===== src/ram_pkg.sv =====
/* Word and address types for the stream buffer storage
   Imported by the RAM, the FIFO control and the output stage */

`default_nettype none

package ram_pkg;

    // Bits per stored word
    localparam int DATA_WIDTH = 8;

    // Number of RAM entries, kept a power of two so pointers wrap for free
    localparam int RAM_DEPTH = 8;

    // Address bits needed for RAM_DEPTH entries
    localparam int RAM_ADDR_WIDTH = $clog2(RAM_DEPTH);

    // One stored word
    typedef logic [DATA_WIDTH-1:0] data_t;

    // Word address inside the RAM
    typedef logic [RAM_ADDR_WIDTH-1:0] ram_addr_t;

endpackage

`default_nettype wire


===== src/fifo_pkg.sv =====
/* Pointer type and capacity constants for the FIFO control logic
   Pointers carry one extra wrap bit on top of the RAM address */

`default_nettype none

package fifo_pkg;

    import ram_pkg::*;

    // FIFO pointer, RAM address plus a wrap bit
    // Same address with different wrap bits means full
    // Same address with equal wrap bits means empty
    typedef logic [RAM_ADDR_WIDTH:0] ptr_t;

    // Words the whole buffer can hold
    // RAM entries plus the word parked in the output stage
    localparam int BUFFER_CAPACITY = RAM_DEPTH + 1;

endpackage

`default_nettype wire


===== src/dp_ram.sv =====
/* Simple dual-port RAM with one write port and one registered read port
   Read data updates only on an enabled read and holds in between */

`timescale 1ns/1ps
`default_nettype none

module dp_ram
    import ram_pkg::*;
(
    input  logic      clk,
    input  logic      n_rst,

    // Write port
    input  logic      wr_en,
    input  ram_addr_t wr_addr,
    input  data_t     wr_data,

    // Read port
    input  logic      rd_en,
    input  ram_addr_t rd_addr,
    output data_t     rd_data
);

    // Storage array
    data_t mem [RAM_DEPTH];

    // Write on every enabled edge
    always_ff @(posedge clk) begin
        if (wr_en) begin
            mem[wr_addr] <= wr_data;
        end
    end

    // Registered read
    // Old contents are returned if the same address is written in this cycle
    always_ff @(posedge clk, negedge n_rst) begin
        if (!n_rst) begin
            rd_data <= '0;
        end else if (rd_en) begin
            rd_data <= mem[rd_addr];
        end
    end

endmodule

`default_nettype wire


===== src/sync_fifo.sv =====
/* Single-clock FIFO control with wrapping pointers and a one-cycle flush
   Stores words in dp_ram; read data arrives one edge after an issued read */

`timescale 1ns/1ps
`default_nettype none

module sync_fifo
    import ram_pkg::*;
    import fifo_pkg::*;
(
    input  logic  clk,
    input  logic  n_rst,
    input  logic  flush,

    // Write side
    input  logic  wr_en,
    input  data_t wr_data,
    output logic  full,

    // Read side
    input  logic  rd_en,
    output data_t rd_data,
    output logic  empty
);

    // Write and read pointers with wrap bit
    ptr_t wr_ptr;
    ptr_t rd_ptr;

    // Write only when there is room
    logic wr_accept;

    assign wr_accept = wr_en & ~full;

    // Same address, opposite wrap bits
    assign full = (wr_ptr[RAM_ADDR_WIDTH] != rd_ptr[RAM_ADDR_WIDTH]) &&
                  (wr_ptr[RAM_ADDR_WIDTH-1:0] == rd_ptr[RAM_ADDR_WIDTH-1:0]);

    // Pointers fully equal
    assign empty = (wr_ptr == rd_ptr);

    // Write pointer, flush takes priority
    always_ff @(posedge clk, negedge n_rst) begin
        if (!n_rst) begin
            wr_ptr <= '0;
        end else if (flush) begin
            wr_ptr <= '0;
        end else if (wr_accept) begin
            wr_ptr <= wr_ptr + ptr_t'(1);
        end
    end

    // Read pointer
    // The reader only raises rd_en when not empty
    always_ff @(posedge clk, negedge n_rst) begin
        if (!n_rst) begin
            rd_ptr <= '0;
        end else if (flush) begin
            rd_ptr <= '0;
        end else if (rd_en) begin
            rd_ptr <= rd_ptr + ptr_t'(1);
        end
    end

    // Storage, addressed without the wrap bit
    dp_ram u_ram (
        .clk     (clk),
        .n_rst   (n_rst),
        .wr_en   (wr_accept),
        .wr_addr (wr_ptr[RAM_ADDR_WIDTH-1:0]),
        .wr_data (wr_data),
        .rd_en   (rd_en),
        .rd_addr (rd_ptr[RAM_ADDR_WIDTH-1:0]),
        .rd_data (rd_data)
    );

    // Reader must never pull from an empty FIFO
    a_no_read_when_empty: assert property (@(posedge clk) disable iff (!n_rst)
        rd_en |-> !empty)
        else $error("sync_fifo: read issued while empty");

    // Fill level stays within the RAM after every edge
    a_fill_in_range: assert property (@(posedge clk) disable iff (!n_rst)
        1'b1 |=> ptr_t'(wr_ptr - rd_ptr) <= ptr_t'(RAM_DEPTH))
        else $error("sync_fifo: pointer difference exceeds depth");

endmodule

`default_nettype wire


===== src/fifo_out_stage.sv =====
/* Turns the FIFO's registered-read port into a valid/ready stream output
   Keeps one word in the RAM read register and refills it at full rate */

`timescale 1ns/1ps
`default_nettype none

module fifo_out_stage
    import ram_pkg::*;
(
    input  logic  clk,
    input  logic  n_rst,
    input  logic  flush,

    // FIFO read side
    input  logic  fifo_empty,
    output logic  fifo_rd_en,
    input  data_t fifo_rd_data,

    // Stream output
    output logic  out_valid,
    input  logic  out_ready,
    output data_t out_data
);

    // Held word leaves at this edge
    logic out_take;

    // Read register is free or about to be freed
    logic slot_free;

    assign out_take  = out_valid & out_ready;
    assign slot_free = ~out_valid | out_ready;

    // Refill whenever the FIFO has a word and the slot opens
    assign fifo_rd_en = ~fifo_empty & slot_free;

    // The RAM read register is the output register
    assign out_data = fifo_rd_data;

    // Valid flag tracks whether the read register holds an unread word
    always_ff @(posedge clk, negedge n_rst) begin
        if (!n_rst) begin
            out_valid <= 1'b0;
        end else if (flush) begin
            // Anything in the read register is dropped with the FIFO contents
            out_valid <= 1'b0;
        end else if (fifo_rd_en) begin
            // New word lands in the read register at this edge
            out_valid <= 1'b1;
        end else if (out_take) begin
            out_valid <= 1'b0;
        end
    end

    // A stalled word must not change under the consumer
    // This relies on the RAM holding its read register between reads
    a_stable_when_stalled: assert property (@(posedge clk) disable iff (!n_rst)
        out_valid && !out_ready |=> $stable(out_data))
        else $error("fifo_out_stage: out_data changed while stalled");

endmodule

`default_nettype wire


===== src/stream_buffer.sv =====
/* Stream buffer top: valid/ready input, FIFO storage, valid/ready output
   Holds up to BUFFER_CAPACITY words and empties in one cycle on flush */

`timescale 1ns/1ps
`default_nettype none

module stream_buffer
    import ram_pkg::*;
(
    input  logic  clk,
    input  logic  n_rst,
    input  logic  flush,

    // Input stream
    input  logic  in_valid,
    output logic  in_ready,
    input  data_t in_data,

    // Output stream
    output logic  out_valid,
    input  logic  out_ready,
    output data_t out_data
);

    // FIFO status and read port
    logic  fifo_full;
    logic  fifo_empty;
    logic  fifo_rd_en;
    data_t fifo_rd_data;

    // Ready depends on the FIFO state only
    assign in_ready = ~fifo_full;

    // Storage and pointers
    // The FIFO gates in_valid with full, the same condition as in_ready
    sync_fifo u_fifo (
        .clk     (clk),
        .n_rst   (n_rst),
        .flush   (flush),
        .wr_en   (in_valid),
        .wr_data (in_data),
        .full    (fifo_full),
        .rd_en   (fifo_rd_en),
        .rd_data (fifo_rd_data),
        .empty   (fifo_empty)
    );

    // Output handshake on top of the registered read
    fifo_out_stage u_out (
        .clk          (clk),
        .n_rst        (n_rst),
        .flush        (flush),
        .fifo_empty   (fifo_empty),
        .fifo_rd_en   (fifo_rd_en),
        .fifo_rd_data (fifo_rd_data),
        .out_valid    (out_valid),
        .out_ready    (out_ready),
        .out_data     (out_data)
    );

endmodule

`default_nettype wire


===== config.mk =====
export PLATFORM = sky130hd
export DESIGN_NAME = stream_buffer
export DESIGN_NICKNAME = d
export VERILOG_FILES = /design/src/ram_pkg.sv /design/src/fifo_pkg.sv /design/src/dp_ram.sv /design/src/sync_fifo.sv /design/src/fifo_out_stage.sv /design/src/stream_buffer.sv
export SDC_FILE = /design/constraint.sdc
export NUM_CORES = 1
export LEC_CHECK = 0
export CAP_MARGIN = 10
export CORE_ASPECT_RATIO = 1.5
export CORE_MARGIN = 5
export CORE_UTILIZATION = 56
export CTS_CLUSTER_SIZE = 20
export DETAILED_ROUTE_END_ITERATION = 10
export DONT_BUFFER_PORTS = 1
export GPL_TIMING_DRIVEN = 0
export HOLD_SLACK_MARGIN = 0.1
export PLACE_DENSITY = 0.81
export SLEW_MARGIN = 25
export SYNTH_ARGS = -nofsm -noshare
export SYNTH_HDL_FRONTEND = slang
export SYNTH_SLANG_ARGS = --single-unit
export TNS_END_PERCENT = 1

===== constraint.sdc =====
create_clock -name clk -period 2 [get_ports clk]
set_clock_uncertainty 0.05 [all_clocks]
set_input_delay 0.1 -clock clk [delete_from_list [all_inputs] [get_ports clk]]
set_output_delay 0.1 -clock clk [all_outputs]
set_load 0.02 [all_outputs]

After elaboration in Yosys (flattened, before gate mapping) --
Memories as Yosys holds them, arrays and structs flattened. A register that Yosys moved wholly into a read port is not among the register bits. Cells that the tools add are included.
Storage, ports and cells: register bits after elaboration 9, bits in latches 0, RAM bits 64, bits in read-only memories 0, output and inout bits 10, logic and storage cells 30, memories kept 1
Memories:
- u_fifo.u_ram.mem | depth 8, bits a word 8, read ports 1, clocked after memory_dff 1, wr ports 1, RTL line dp_ram.sv:25 | data_t mem [RAM_DEPTH];
Cells by class: add/subtract/negate cells 2, $mul 0, divide/modulo/power cells 0, order comparisons 0, equality and inequality tests 3, shifts and indexed selects 0, mux-type cells 9, bitwise operators 7, reduce and logical (&&, ||, !) cells 5
Operators by type and width (count):
- $mux W4 | 4
- $add A4 B1 Y4 const B | 2
- $mux W1 | 5
- $eq A4 B4 Y1 | 1
- $reduce_bool A2 Y1 | 2
- $and A1 B1 Y1 | 3
- $eq A3 B3 Y1 | 1
- $not A1 Y1 | 3
- $reduce_bool A3 Y1 | 1
- $logic_and A1 B1 Y1 | 1
- $logic_not A1 Y1 | 1
- $ne A1 B1 Y1 | 1
- $or A1 B1 Y1 | 1

Depth between registers and ports, before layout --
Gate-level depths: netlist of run 1.
depth after elaboration 6, gate-level depth with buffers 6, gate-level depth less buffers 4

Modules after synthesis --
From an unflattened synthesis of run 1, not the netlist that was laid out.
Unflattened totals: cell total of the unflattened synthesis 231, area total of the unflattened synthesis 3494.6 um^2
By module, submodules not included:
- dp_ram | instances 1, cells an instance 169, area an instance 2861.5 um^2, sequential area each 2122.0 um^2
- sync_fifo | instances 1, cells an instance 49, area an instance 508.0 um^2, sequential area each 200.2 um^2
- fifo_out_stage | instances 1, cells an instance 12, area an instance 121.4 um^2, sequential area each 25.0 um^2
- stream_buffer | instances 1, cells an instance 1, area an instance 3.8 um^2, sequential area each 0.0 um^2

Worst setup path after synthesis of run 1 --
No wires, ideal clock.
kind reg-to-reg, from register u_fifo.rd_ptr[0], to memory u_fifo.u_ram.mem[4][0] (netlist bit), enable pin, setup time 383 ps, arrival time 1722 ps, data required time 1567 ps, path slack -155 ps, cell stages (with the launch flop) 6, buffers on the path 1, cell sequence dfrtp_1 buf_6 xor2_4 o41ai_4 or2_1 nor3_1
Between the ends: longest elaborated chain between the ends 6
Ends and longest elaborated chain:
- start, declared | RTL line sync_fifo.sv:28 | ptr_t rd_ptr;
- start signal, assigned | RTL line sync_fifo.sv:61 | rd_ptr <= rd_ptr + ptr_t'(1);
- $eq A3 B3 Y1 | RTL line sync_fifo.sv:37 | (wr_ptr[RAM_ADDR_WIDTH-1:0] == rd_ptr[RAM_ADDR_WIDTH-1:0]);
- $logic_and A1 B1 Y1 | RTL line sync_fifo.sv:36 | assign full = (wr_ptr[RAM_ADDR_WIDTH] != rd_ptr[RAM_ADDR_WIDTH]) &&
- $not A1 Y1 | RTL line sync_fifo.sv:33 | assign wr_accept = wr_en & ~full;
- $and A1 B1 Y1 | RTL line sync_fifo.sv:33
- $mux W1 | RTL line dp_ram.sv:29 | if (wr_en) begin
- $mux W1 (not written as such) | RTL line dp_ram.sv:30 | mem[wr_addr] <= wr_data;
- end, declared | RTL line dp_ram.sv:25
Every way passes these cells.

Worst setup path after layout of run 1 --
from register u_fifo.wr_ptr[1], to memory u_fifo.u_ram.mem[0][2] (netlist bit), enable pin
Between the ends: longest elaborated chain between the ends 6
Ends and longest elaborated chain:
- start, declared | RTL line sync_fifo.sv:27 | ptr_t wr_ptr;
- start signal, assigned | RTL line sync_fifo.sv:49 | wr_ptr <= wr_ptr + ptr_t'(1);
- $eq A3 B3 Y1 | RTL line sync_fifo.sv:37
- $logic_and A1 B1 Y1 | RTL line sync_fifo.sv:36
- $not A1 Y1 | RTL line sync_fifo.sv:33
- $and A1 B1 Y1 | RTL line sync_fifo.sv:33
- $mux W1 | RTL line dp_ram.sv:29
- $mux W1 (not written as such) | RTL line dp_ram.sv:30
Several ways; a longest one is shown, not always the timed one.

==> flow_metrics.py, run 1 <==
metrics = {
    "cells_and_area": {
        "fin_nets": 223,
        "syn2layout_area_growth_pct": 17.6,
        "regArea_sq_um": 2350,
        "antenna_cells": 0,
        "drive_above_1_share_pct": 28.6,
        "fin_cells": 285,
        "fin_util_pct": 67.3,
        "multi_input_area_sq_um": 977,
        "fill_cells": 345,
    },
    "sta": {
        "fin_crit_sh_pct": 102,
        "setup_ws_ps": -36.7,
        "rsz0062_at_grt": "yes",
        "finalSetupTns_ps": -240,
        "whs_ps": 122,
        "worst_slew_margin_rel_pct": 45.7,
        "fmax_mhz": 491,
        "tightestPinTransition_ps": 813,
        "min_period_ps": 2040,
        "finalSetupViolCount": 8,
        "hold_viol_final": 0,
        "maxSlewViolCount": 0,
    },
    "routing": {
        "postRouteAntennaNets": 0,
        "vias": 1648,
        "wl_per_cell_microns": 22.3,
        "routed_wl_mm": 6.36,
        "drt_iter0_markers": 109,
        "dr.pass1.iters": 4,
        "drcViolationCount": 0,
        "via_per_inst": 5.78,
    },
    "worst_setup_path": {
        "path_class": "flop to flop",
        "critical_path_required_ps": 2050,
        "worst_ep_arrival_time_ps": 2090,
        "cp_max_fo": 8,
        "cp-start-kind": "flop",
        "crit_path_end_kind": "flop",
    },
    "synthesis": {
        "synth.avg_cell_area_sq_um": 18.3,
        "synth-async-reset-ratio_pct": 21.0,
        "synth_top_area_cell": "edfxtp_1",
        "synth_top_area_share_pct": 58.4,
        "synth_flop_cell": "edfxtp_1",
        "netlist_area_sq_um": 3290,
        "synth_cell_types": 31,
        "seq_area_frac_synth_pct": 71.4,
        "ys_top_cells_by_area": "edfxtp_1, dfrtp_1, mux4_2",
        "syn_nets": 195,
        "yosysWarnings": 0,
        "ys_ff_latch": 81,
        "syn_inst": 180,
        "synth-edff-count": 64,
    },
    "place": {
        "portBuffers": 0,
        "gp_congestion": 0.825,
        "dp_slack_ps": -440,
        "dp.cells": 252,
        "place_hpwl_mm": 4.04,
    },
    "global_routing": {
        "grtUsageTotal_pct": 18.3,
        "grt_pass1_vias": 1887,
        "gr-usage-met3_pct": 4.93,
        "top_usage_layer": "met2",
        "grt_overflow_total": 0,
        "grt_pass1_wl_mm": 10.1,
        "use_met2_pct": 31.3,
        "antenna_found_initial": 0,
        "grt_max_degree": 18,
        "gr-usage-met1_pct": 21.0,
    },
    "floorplanning": {
        "rows": 34,
        "coreArea_sq_um": 5740,
        "dieArea_sq_um": 7540,
        "dieHeight_microns": 104,
        "die_w_microns": 72.6,
        "io_pins": 23,
        "initial_core_util_pct": 57.3,
    },
    "cts": {
        "cts_root_buf": "clkbuf_8",
        "clkTransAtPathRegs_ps": 80,
        "cts_tree": "done",
        "cts_sinks": 81,
        "ctsHtreeMaxLevel": 3,
        "clkLatencyLatePin_ps": 340,
        "cts-buffers-inserted": 9,
        "clock_path_buffers": 2,
    },
    "power_and_ir_drop": {
        "powerDensity_nw_per_um2": 1090,
        "ir_worst_vdd_v": 0.000489,
        "leakagePower_nw": 1.32,
    },
    "status": {
        "status": "complete, but fails checks",
        "violations": "setup timing",
    },
    "hold_path": {
        "hold_path.class": "input port to flop",
    },
    "flow_run": {
        "max_cap_violations": 0,
    },
}
[critical path: stages, from the launching register on]
cell	delay, ps
dfrtp_2	530
xor2_4	220
o41ai_4	480
nand2b_4	290
nor3_4	70
buf_12	150
[repair_timing]
action                     in CTS  in global routing
gates resized for setup        19                  3
setup buffers                   5                  1
hold endpoints to repair       85                  0
pin swaps                       3                  3
hold buffers                   11                  0
setup endpoints to repair      65                 35
[layout make-up]
class	count	area share, %
plain buffers	9	1.68
clock buffers	12	4.04
clock inverters	4	0.679
inverters	3	0.291
multi-input cells	87	25.3
flip-flops and latches	81	60.7
well taps	72	2.33
repair buffers	17	4.98
[sequential cells by signal (all words and copies together), names as in the netlist]
name,flops
u_fifo.rd_ptr,4
u_fifo.u_ram.mem,64
u_fifo.u_ram.rd_data,8
u_fifo.wr_ptr,4
u_out.out_valid,1
[metrics by stage]
stage	total power, W	area [sq um]
finish	0.00420	3870
global route	0.00443	3870
CTS	0.00418	3830
detailed placement	0.00304	3390
global placement	0.00299	3380
floorplan	0.00284	3290
[routing by layer]
layer / wire length, microns / part of all wire, %
met5: 0 / 0
met4: 144 / 2.3
met3: 290 / 4.6
met2: 3630 / 57
met1: 2300 / 36
[synthesized netlist by cell type, types with 2 or more instances]
| cell | instances |
|---|---|
| a21oi_1 | 3 |
| buf_1 | 2 |
| buf_2 | 3 |
| buf_4 | 2 |
| buf_6 | 2 |
| dfrtp_1 | 17 |
| edfxtp_1 | 64 |
| ha_1 | 2 |
| inv_1 | 3 |
| mux2i_1 | 10 |
| mux4_2 | 16 |
| nand2_1 | 10 |
| nand2b_1 | 3 |
| nor2_1 | 10 |
| nor3_1 | 3 |
| o21ai_0 | 10 |
| or3_1 | 3 |
| xor2_1 | 4 |
[path summary, 6_finish.rpt]
check	from	endpoint	slack, ps	cells after the start
worst max-delay path	u_fifo.wr_ptr[1]$_DFFE_PN0P_	u_fifo.u_ram.mem[0][2]$_DFFE_PP_	-40	5
worst min-delay path	in_valid	u_fifo.wr_ptr[3]$_DFFE_PN0P_	120	4
worst max register to register	u_fifo.wr_ptr[1]$_DFFE_PN0P_	u_fifo.u_ram.mem[0][2]$_DFFE_PP_	-40	5
worst min register to register	u_fifo.u_ram.rd_data[0]$_DFFE_PN0P_	u_fifo.u_ram.rd_data[0]$_DFFE_PN0P_	580	2
max in group asynchronous	n_rst	u_fifo.wr_ptr[1]$_DFFE_PN0P_	1120	1
min in group asynchronous	n_rst	u_fifo.u_ram.rd_data[2]$_DFFE_PN0P_	230	1
[where the power goes]
group          internal, W  switching, W  leakage [nW]
logic             0.000437      0.000503         0.427
clock network     0.000525      0.000561        0.0915
registers          0.00196      0.000213         0.800
[cells by family after synthesis]
kind of cell,Yosys count,synth area share (%)
flops,81,71.4
simple gates,34,4.95
buf+inv,12,2.17
compound gates,17,3.65
fa+ha+maj,2,0.761
xor+xnor,7,2.66
mux,27,14.5
[cell usage in the layout (no fill, tap or decap), types with 2 or more instances in the layout]
cell           count
inv_1              3
a21oi_1            3
dfrtp_1           16
buf_2              3
clkbuf_1           2
ha_1               2
buf_12             3
dlygate4sd3_1     11
nand2_1           10
mux2i_1           10
clkbuf_8           9
edfxtp_1          64
nand2b_1           2
nor3_4             3
xor2_4             2
nor2_4             5
buf_4              5
o41ai_4            2
o21ai_0           10
nor2_1             5
mux4_2            16
or3_1              3
clkinv_2           2
xor2_1             3
(Power assumes the default switching activity.)
==> run 2: changes to the inputs <==
- REMOVE_ABC_BUFFERS: unset -> 1
==> run 2 against run 1 <==
Net effect:
- the flow still finishes with violations (setup timing)
- power is 1.5% higher
- cell count is 0.35% lower
- global-route usage increased by 0.69 points
- non-clock buffer count is 1 lower
- clock power rose by 4%
- design area increased by 0.58%
- routed wire length increased by 2.7%
- sequential cell count is the same
- fmax grew 1.7%
- combinational power is 5.7% lower
- hold slack improved by 8.2 ps
- sequential power up 3%
- largest power group unchanged
==> flow_metrics.py, run 2 (same netlist as run 1, synthesis figures left out) <==
metrics = {
    "worst_setup_path": {
        "critical_path_required_ps": 2060,
        "crit_path_end_kind": "flop",
        "crit_family": "flip-flops",
        "cp_slowest_cell": "dfrtp_4",
        "cp_cell_sequence": "xor2_4 -> o41ai_4 -> nand2b_4 -> nor3_4 -> buf_6",
        "rrSetupSlack_ps": -2,
        "cp_max_fo": 11,
        "cp_num_buf_inv": 1,
        "path_class": "flop to flop",
        "crit_path_max_incr_delay_ps": 590,
        "worst_ep_arrival_time_ps": 2060,
        "cp-start-kind": "flop",
    },
    "global_routing": {
        "antenna_found_initial": 0,
        "grt_pass1_vias": 1863,
        "grt_overflow_total": 0,
        "grt_pass1_wl_mm": 10.1,
        "grtUsageTotal_pct": 19.0,
        "grt_max_degree": 18,
    },
    "place": {
        "place_hpwl_mm": 3.80,
        "dp_slack_ps": -1030,
        "gp_congestion": 0.808,
        "portBuffers": 0,
    },
    "routing": {
        "dr_wl_met3_microns": 291,
        "drt_iter0_markers": 155,
        "wl_met1_mm": 2.44,
        "top_layer_used": "met4",
        "routed_wl_mm": 6.53,
        "via_per_inst": 6.03,
        "wl_per_cell_microns": 23.0,
        "wl_met2_mm": 3.58,
        "vias": 1712,
        "postRouteAntennaNets": 0,
        "drcViolationCount": 0,
        "dr.pass1.iters": 4,
    },
    "power_and_ir_drop": {
        "leakagePower_nw": 1.32,
        "ir_worst_vdd_v": 0.000471,
        "powerDensity_nw_per_um2": 1100,
    },
    "floorplanning": {
        "io_pins": 23,
        "initial_core_util_pct": 57.3,
        "rows": 34,
        "dieArea_sq_um": 7540,
        "dieHeight_microns": 104,
        "die_w_microns": 72.6,
        "coreArea_sq_um": 5740,
    },
    "cells_and_area": {
        "fill_cells": 351,
        "fin_util_pct": 67.7,
        "layout_commonest_cell": "edfxtp_1",
        "antenna_cells": 0,
        "syn2layout_area_growth_pct": 18.3,
        "multi_input_area_sq_um": 988,
        "regArea_sq_um": 2360,
        "final_cell_mix": "edfxtp_1, mux4_2, dlygate4sd3_1, dfrtp_1",
        "largest_reg_flops": 64,
        "drive_above_1_share_pct": 30.2,
        "reg_top3": "u_fifo.u_ram.mem (64), u_fifo.u_ram.rd_data (8)",
        "fin_nets": 222,
        "largest-register": "u_fifo.u_ram.mem",
    },
    "cts": {
        "clkTransAtPathRegs_ps": 80,
        "cts_tree": "done",
        "clock_path_buffers": 2,
        "cts_sinks": 81,
        "cts-buffers-inserted": 9,
        "ctsHtreeMaxLevel": 3,
        "clkLatencyLatePin_ps": 340,
        "cts_root_buf": "clkbuf_8",
    },
    "sta": {
        "hold_viol_final": 0,
        "rsz0062_at_grt": "yes",
        "tightestPinTransition_ps": 886,
        "fmax_mhz": 500,
        "maxSlewViolCount": 0,
        "whs_ps": 130,
        "finalSetupViolCount": 1,
        "setup_ws_ps": -1.92,
        "fin_crit_sh_pct": 100,
        "worst_slew_margin_rel_pct": 40.8,
        "min_period_ps": 2000,
    },
    "hold_path": {
        "hold_path.class": "input port to flop",
    },
    "status": {
        "status": "complete, but fails checks",
        "violations": "setup timing",
    },
    "flow_run": {
        "max_cap_violations": 0,
    },
}
## run 2: cell count changes in the layout (fill, tap and decap cells not counted), sizes merged
cell / change
inv: +1
clkinv: +1
bufinv: +1
clkbuf: -4
buf: -2
dlygate4sd3: +2
## run 2: layer usage
metal,track usage [%],vias to the layer above
li1,-,747
met1,20.9,876
met4,11.5,0
met5,0,-
met3,5.32,20
met2,31.6,69
## run 2: repair_timing
action                                 CTS  global route
hold buffers                            12             1
setup endpoints to repair               81            43
gates resized for setup                 26             5
gates cloned                             0             0
pin swaps                                6             5
endpoints found under the hold margin   90             7
setup buffers                            8             1
## run 2: path summary, 6_finish.rpt
check / from / endpoint / cells past startpoint
setup / recovery: u_fifo.rd_ptr[2]$_DFFE_PN0P_ / u_fifo.u_ram.mem[0][1]$_DFFE_PP_ / 5
hold / removal: in_valid / u_fifo.wr_ptr[1]$_DFFE_PN0P_ / 4
setup reg to reg: u_fifo.rd_ptr[2]$_DFFE_PN0P_ / u_fifo.u_ram.mem[0][1]$_DFFE_PP_ / 5
hold reg to reg: u_fifo.u_ram.rd_data[1]$_DFFE_PN0P_ / u_fifo.u_ram.rd_data[1]$_DFFE_PN0P_ / 2
max in group asynchronous: n_rst / u_fifo.rd_ptr[2]$_DFFE_PN0P_ / 1
min in group asynchronous: n_rst / u_fifo.rd_ptr[0]$_DFFE_PN0P_ / 1
## run 2: power by group
| group | switching [W] | internal [W] |
|---|---|---|
| clock | 0.000561 | 0.000574 |
| sequential | 0.000271 | 0.00198 |
| combinational | 0.000442 | 0.000445 |
| total | 0.00127 | 0.00299 |
## run 2: layout make-up
class                           instances  share of cell area [%]
Multi-Input combinational cell         87                    25.4
Sequential cell                        81                    60.7
Clock inverter                          7                    1.77
Timing Repair Buffer                   25                    6.34
Tap cell                               72                    2.32
Clock buffer                            9                    3.18
Inverter                                3                   0.289
## run 2: per-stage QoR
step	cell area (sq um)	power, W	TNS (ps)	cells
5_1_grt	3890	0.00446	-406	284
2_1_floorplan	3230	0.00277	-37060	171
4_1_cts	3850	0.00425	0	282
3_3_place_gp	3320	0.00289	-87310	243
6_report	3890	0.00427	-1.92	284
3_5_place_dp	3370	0.00300	-63360	246
## run 2: worst register-to-register path: stages (launching register included)
cell and delay, ps:
dfrtp_4 590, xor2_4 210, o41ai_4 430, nand2b_4 280
nor3_4 60, buf_6 150
==> run 3: changes to the inputs <==
- PLACE_DENSITY: 0.81 -> 0.7
==> run 3 against run 2 <==
Net effect:
- the flow now finishes without violations
- via count is 2.3% higher
- die area stayed put
- sequential power hardly changed
- utilization is 2.4 points higher
- register-to-register slack better by 30 ps
- design area is 3.5% higher
- clock power hardly changed
- sequential share of layout area is 2.0 points lower
- cell count is 6.7% higher
- fmax is 1.5% higher
- routed wire length is 7.7% higher
- hold slack better by 130 ps
- critical path type unchanged
==> flow_metrics.py, run 3 (same netlist as run 1, synthesis figures left out) <==
metrics = {
    "cells_and_area": {
        "fin_cells": 303,
        "antenna_cells": 0,
        "drive_above_1_share_pct": 35.1,
        "largest-register": "u_fifo.u_ram.mem",
        "reg_top3": "u_fifo.u_ram.mem (64), u_fifo.u_ram.rd_data (8)",
        "syn2layout_area_growth_pct": 22.4,
        "fin_nets": 241,
        "layout_commonest_cell": "edfxtp_1",
        "multi_input_area_sq_um": 988,
        "largest_reg_flops": 64,
        "fill_cells": 360,
        "final_cell_mix": "edfxtp_1, buf_4, mux4_2, dlygate4sd3_1, dfrtp_1",
        "regArea_sq_um": 2360,
    },
    "place": {
        "place_hpwl_mm": 3.89,
        "dp.cells": 246,
        "gp_congestion": 0.784,
        "portBuffers": 0,
    },
    "cts": {
        "clkTransAtPathRegs_ps": 80,
        "cts-buffers-inserted": 9,
        "clock_path_buffers": 2,
        "cts_sinks": 81,
        "ctsHtreeMaxLevel": 3,
        "clkLatencyLatePin_ps": 340,
        "cts_root_buf": "clkbuf_8",
        "cts_tree": "done",
    },
    "floorplanning": {
        "dieHeight_microns": 104,
        "io_pins": 23,
        "die_w_microns": 72.6,
        "initial_core_util_pct": 57.3,
        "dieArea_sq_um": 7540,
        "coreArea_sq_um": 5740,
        "rows": 34,
    },
    "global_routing": {
        "grt_pass1_wl_mm": 10.3,
        "grt_overflow_total": 0,
        "grt_pass1_vias": 1882,
        "antenna_found_initial": 0,
        "grtUsageTotal_pct": 19.1,
        "grt_max_degree": 21,
    },
    "sta": {
        "tightestPinTransition_ps": 840,
        "rsz0062_at_grt": "yes",
        "min_period_ps": 1970,
        "whs_ps": 256,
        "fmax_mhz": 507,
        "hold_viol_final": 0,
        "finalSetupViolCount": 0,
        "finalSetupTns_ps": 0,
        "worst_slew_margin_rel_pct": 43.8,
        "fin_crit_sh_pct": 98.7,
        "maxSlewViolCount": 0,
    },
    "routing": {
        "routed_wl_mm": 7.04,
        "postRouteAntennaNets": 0,
        "dr.pass1.iters": 4,
        "wl_per_cell_microns": 23.2,
        "via_per_inst": 5.78,
        "drcViolationCount": 0,
        "drt_iter0_markers": 133,
        "vias": 1752,
    },
    "worst_setup_path": {
        "worst_ep_arrival_time_ps": 2030,
        "crit_path_end_kind": "flop",
        "cp-start-kind": "flop",
        "critical_path_required_ps": 2060,
        "cp_max_fo": 6,
        "path_class": "flop to flop",
    },
    "status": {
        "status": "complete, no violations",
    },
    "power_and_ir_drop": {
        "ir_worst_vdd_v": 0.000649,
        "leakagePower_nw": 1.41,
        "powerDensity_nw_per_um2": 1090,
    },
    "hold_path": {
        "hold_path.class": "input port to async pin",
    },
    "flow_run": {
        "max_cap_violations": 0,
    },
}
-- run 3: metal layers --
layer,track usage (%),part of all wire (%),vias up
met4,7.12,1.7,0
met2,33.6,57,48
met3,5.42,5.2,11
met1,21.3,36,911
li1,-,-,782
met5,0,0,-
-- run 3: timing repair --
action,in CTS,in global routing
hold endpoints to repair,90,0
pin swaps,9,4
setup endpoints to repair,81,68
hold buffers,12,0
buffers inserted,8,21
cloned,0,0
gates resized for setup,30,0
-- run 3: worst paths after layout --
kind | from | to | slack (ps) | cells after the start
hold / removal | n_rst | u_fifo.u_ram.rd_data[4]$_DFFE_PN0P_ | 260 | 1
min in group clk | in_data[1] | u_fifo.u_ram.mem[0][1]$_DFFE_PP_ | 530 | 1
setup reg to reg | u_fifo.rd_ptr[1]$_DFFE_PN0P_ | u_fifo.u_ram.mem[0][6]$_DFFE_PP_ | 30 | 5
hold reg to reg | u_fifo.u_ram.rd_data[5]$_DFFE_PN0P_ | u_fifo.u_ram.rd_data[5]$_DFFE_PN0P_ | 590 | 2
setup / recovery | u_fifo.rd_ptr[1]$_DFFE_PN0P_ | u_fifo.u_ram.mem[0][6]$_DFFE_PP_ | 30 | 5
max in group asynchronous | n_rst | u_fifo.rd_ptr[2]$_DFFE_PN0P_ | 1030 | 1
-- run 3: power by group --
part	leakage (nW)	total [W]	switching [W]	internal [W]
logic	0.522	0.00106	0.000521	0.000536
registers	0.793	0.00222	0.000246	0.00198
clock network	0.0922	0.00110	0.000535	0.000566
total	1.41	0.00438	0.00130	0.00308
-- run 3: metrics by stage --
| stage | total power (W) | area, sq um | utilization [%] | setup WS, ps |
|---|---|---|---|---|
| global placement | 0.00292 | 3320 | 57.8 | -1580 |
| global route | 0.00459 | 4030 | 70.1 | -38.4 |
| finish | 0.00438 | 4030 | 70.1 | 26.7 |
| detailed placement | 0.00302 | 3370 | 58.6 | -1090 |
| floorplan | 0.00277 | 3230 | - | -742 |
| CTS | 0.00426 | 3870 | 67.3 | -146 |
-- run 3: critical path, stage by stage (launching register included) --
cell and delay [ps]:
dfrtp_4 540, xor2_4 180, o41ai_4 480, nand2b_4 290, nor3_4 60, buf_6 130
-- run 3: area by class of cell --
| type | instances | area share [%] |
|---|---|---|
| Clock inverter | 5 | 1.18 |
| Timing Repair Buffer | 44 | 9.82 |
| Sequential cell | 81 | 58.7 |
| Clock buffer | 11 | 3.26 |
| Multi-Input combinational cell | 87 | 24.6 |
| Inverter | 3 | 0.280 |
| Tap cell | 72 | 2.24 |
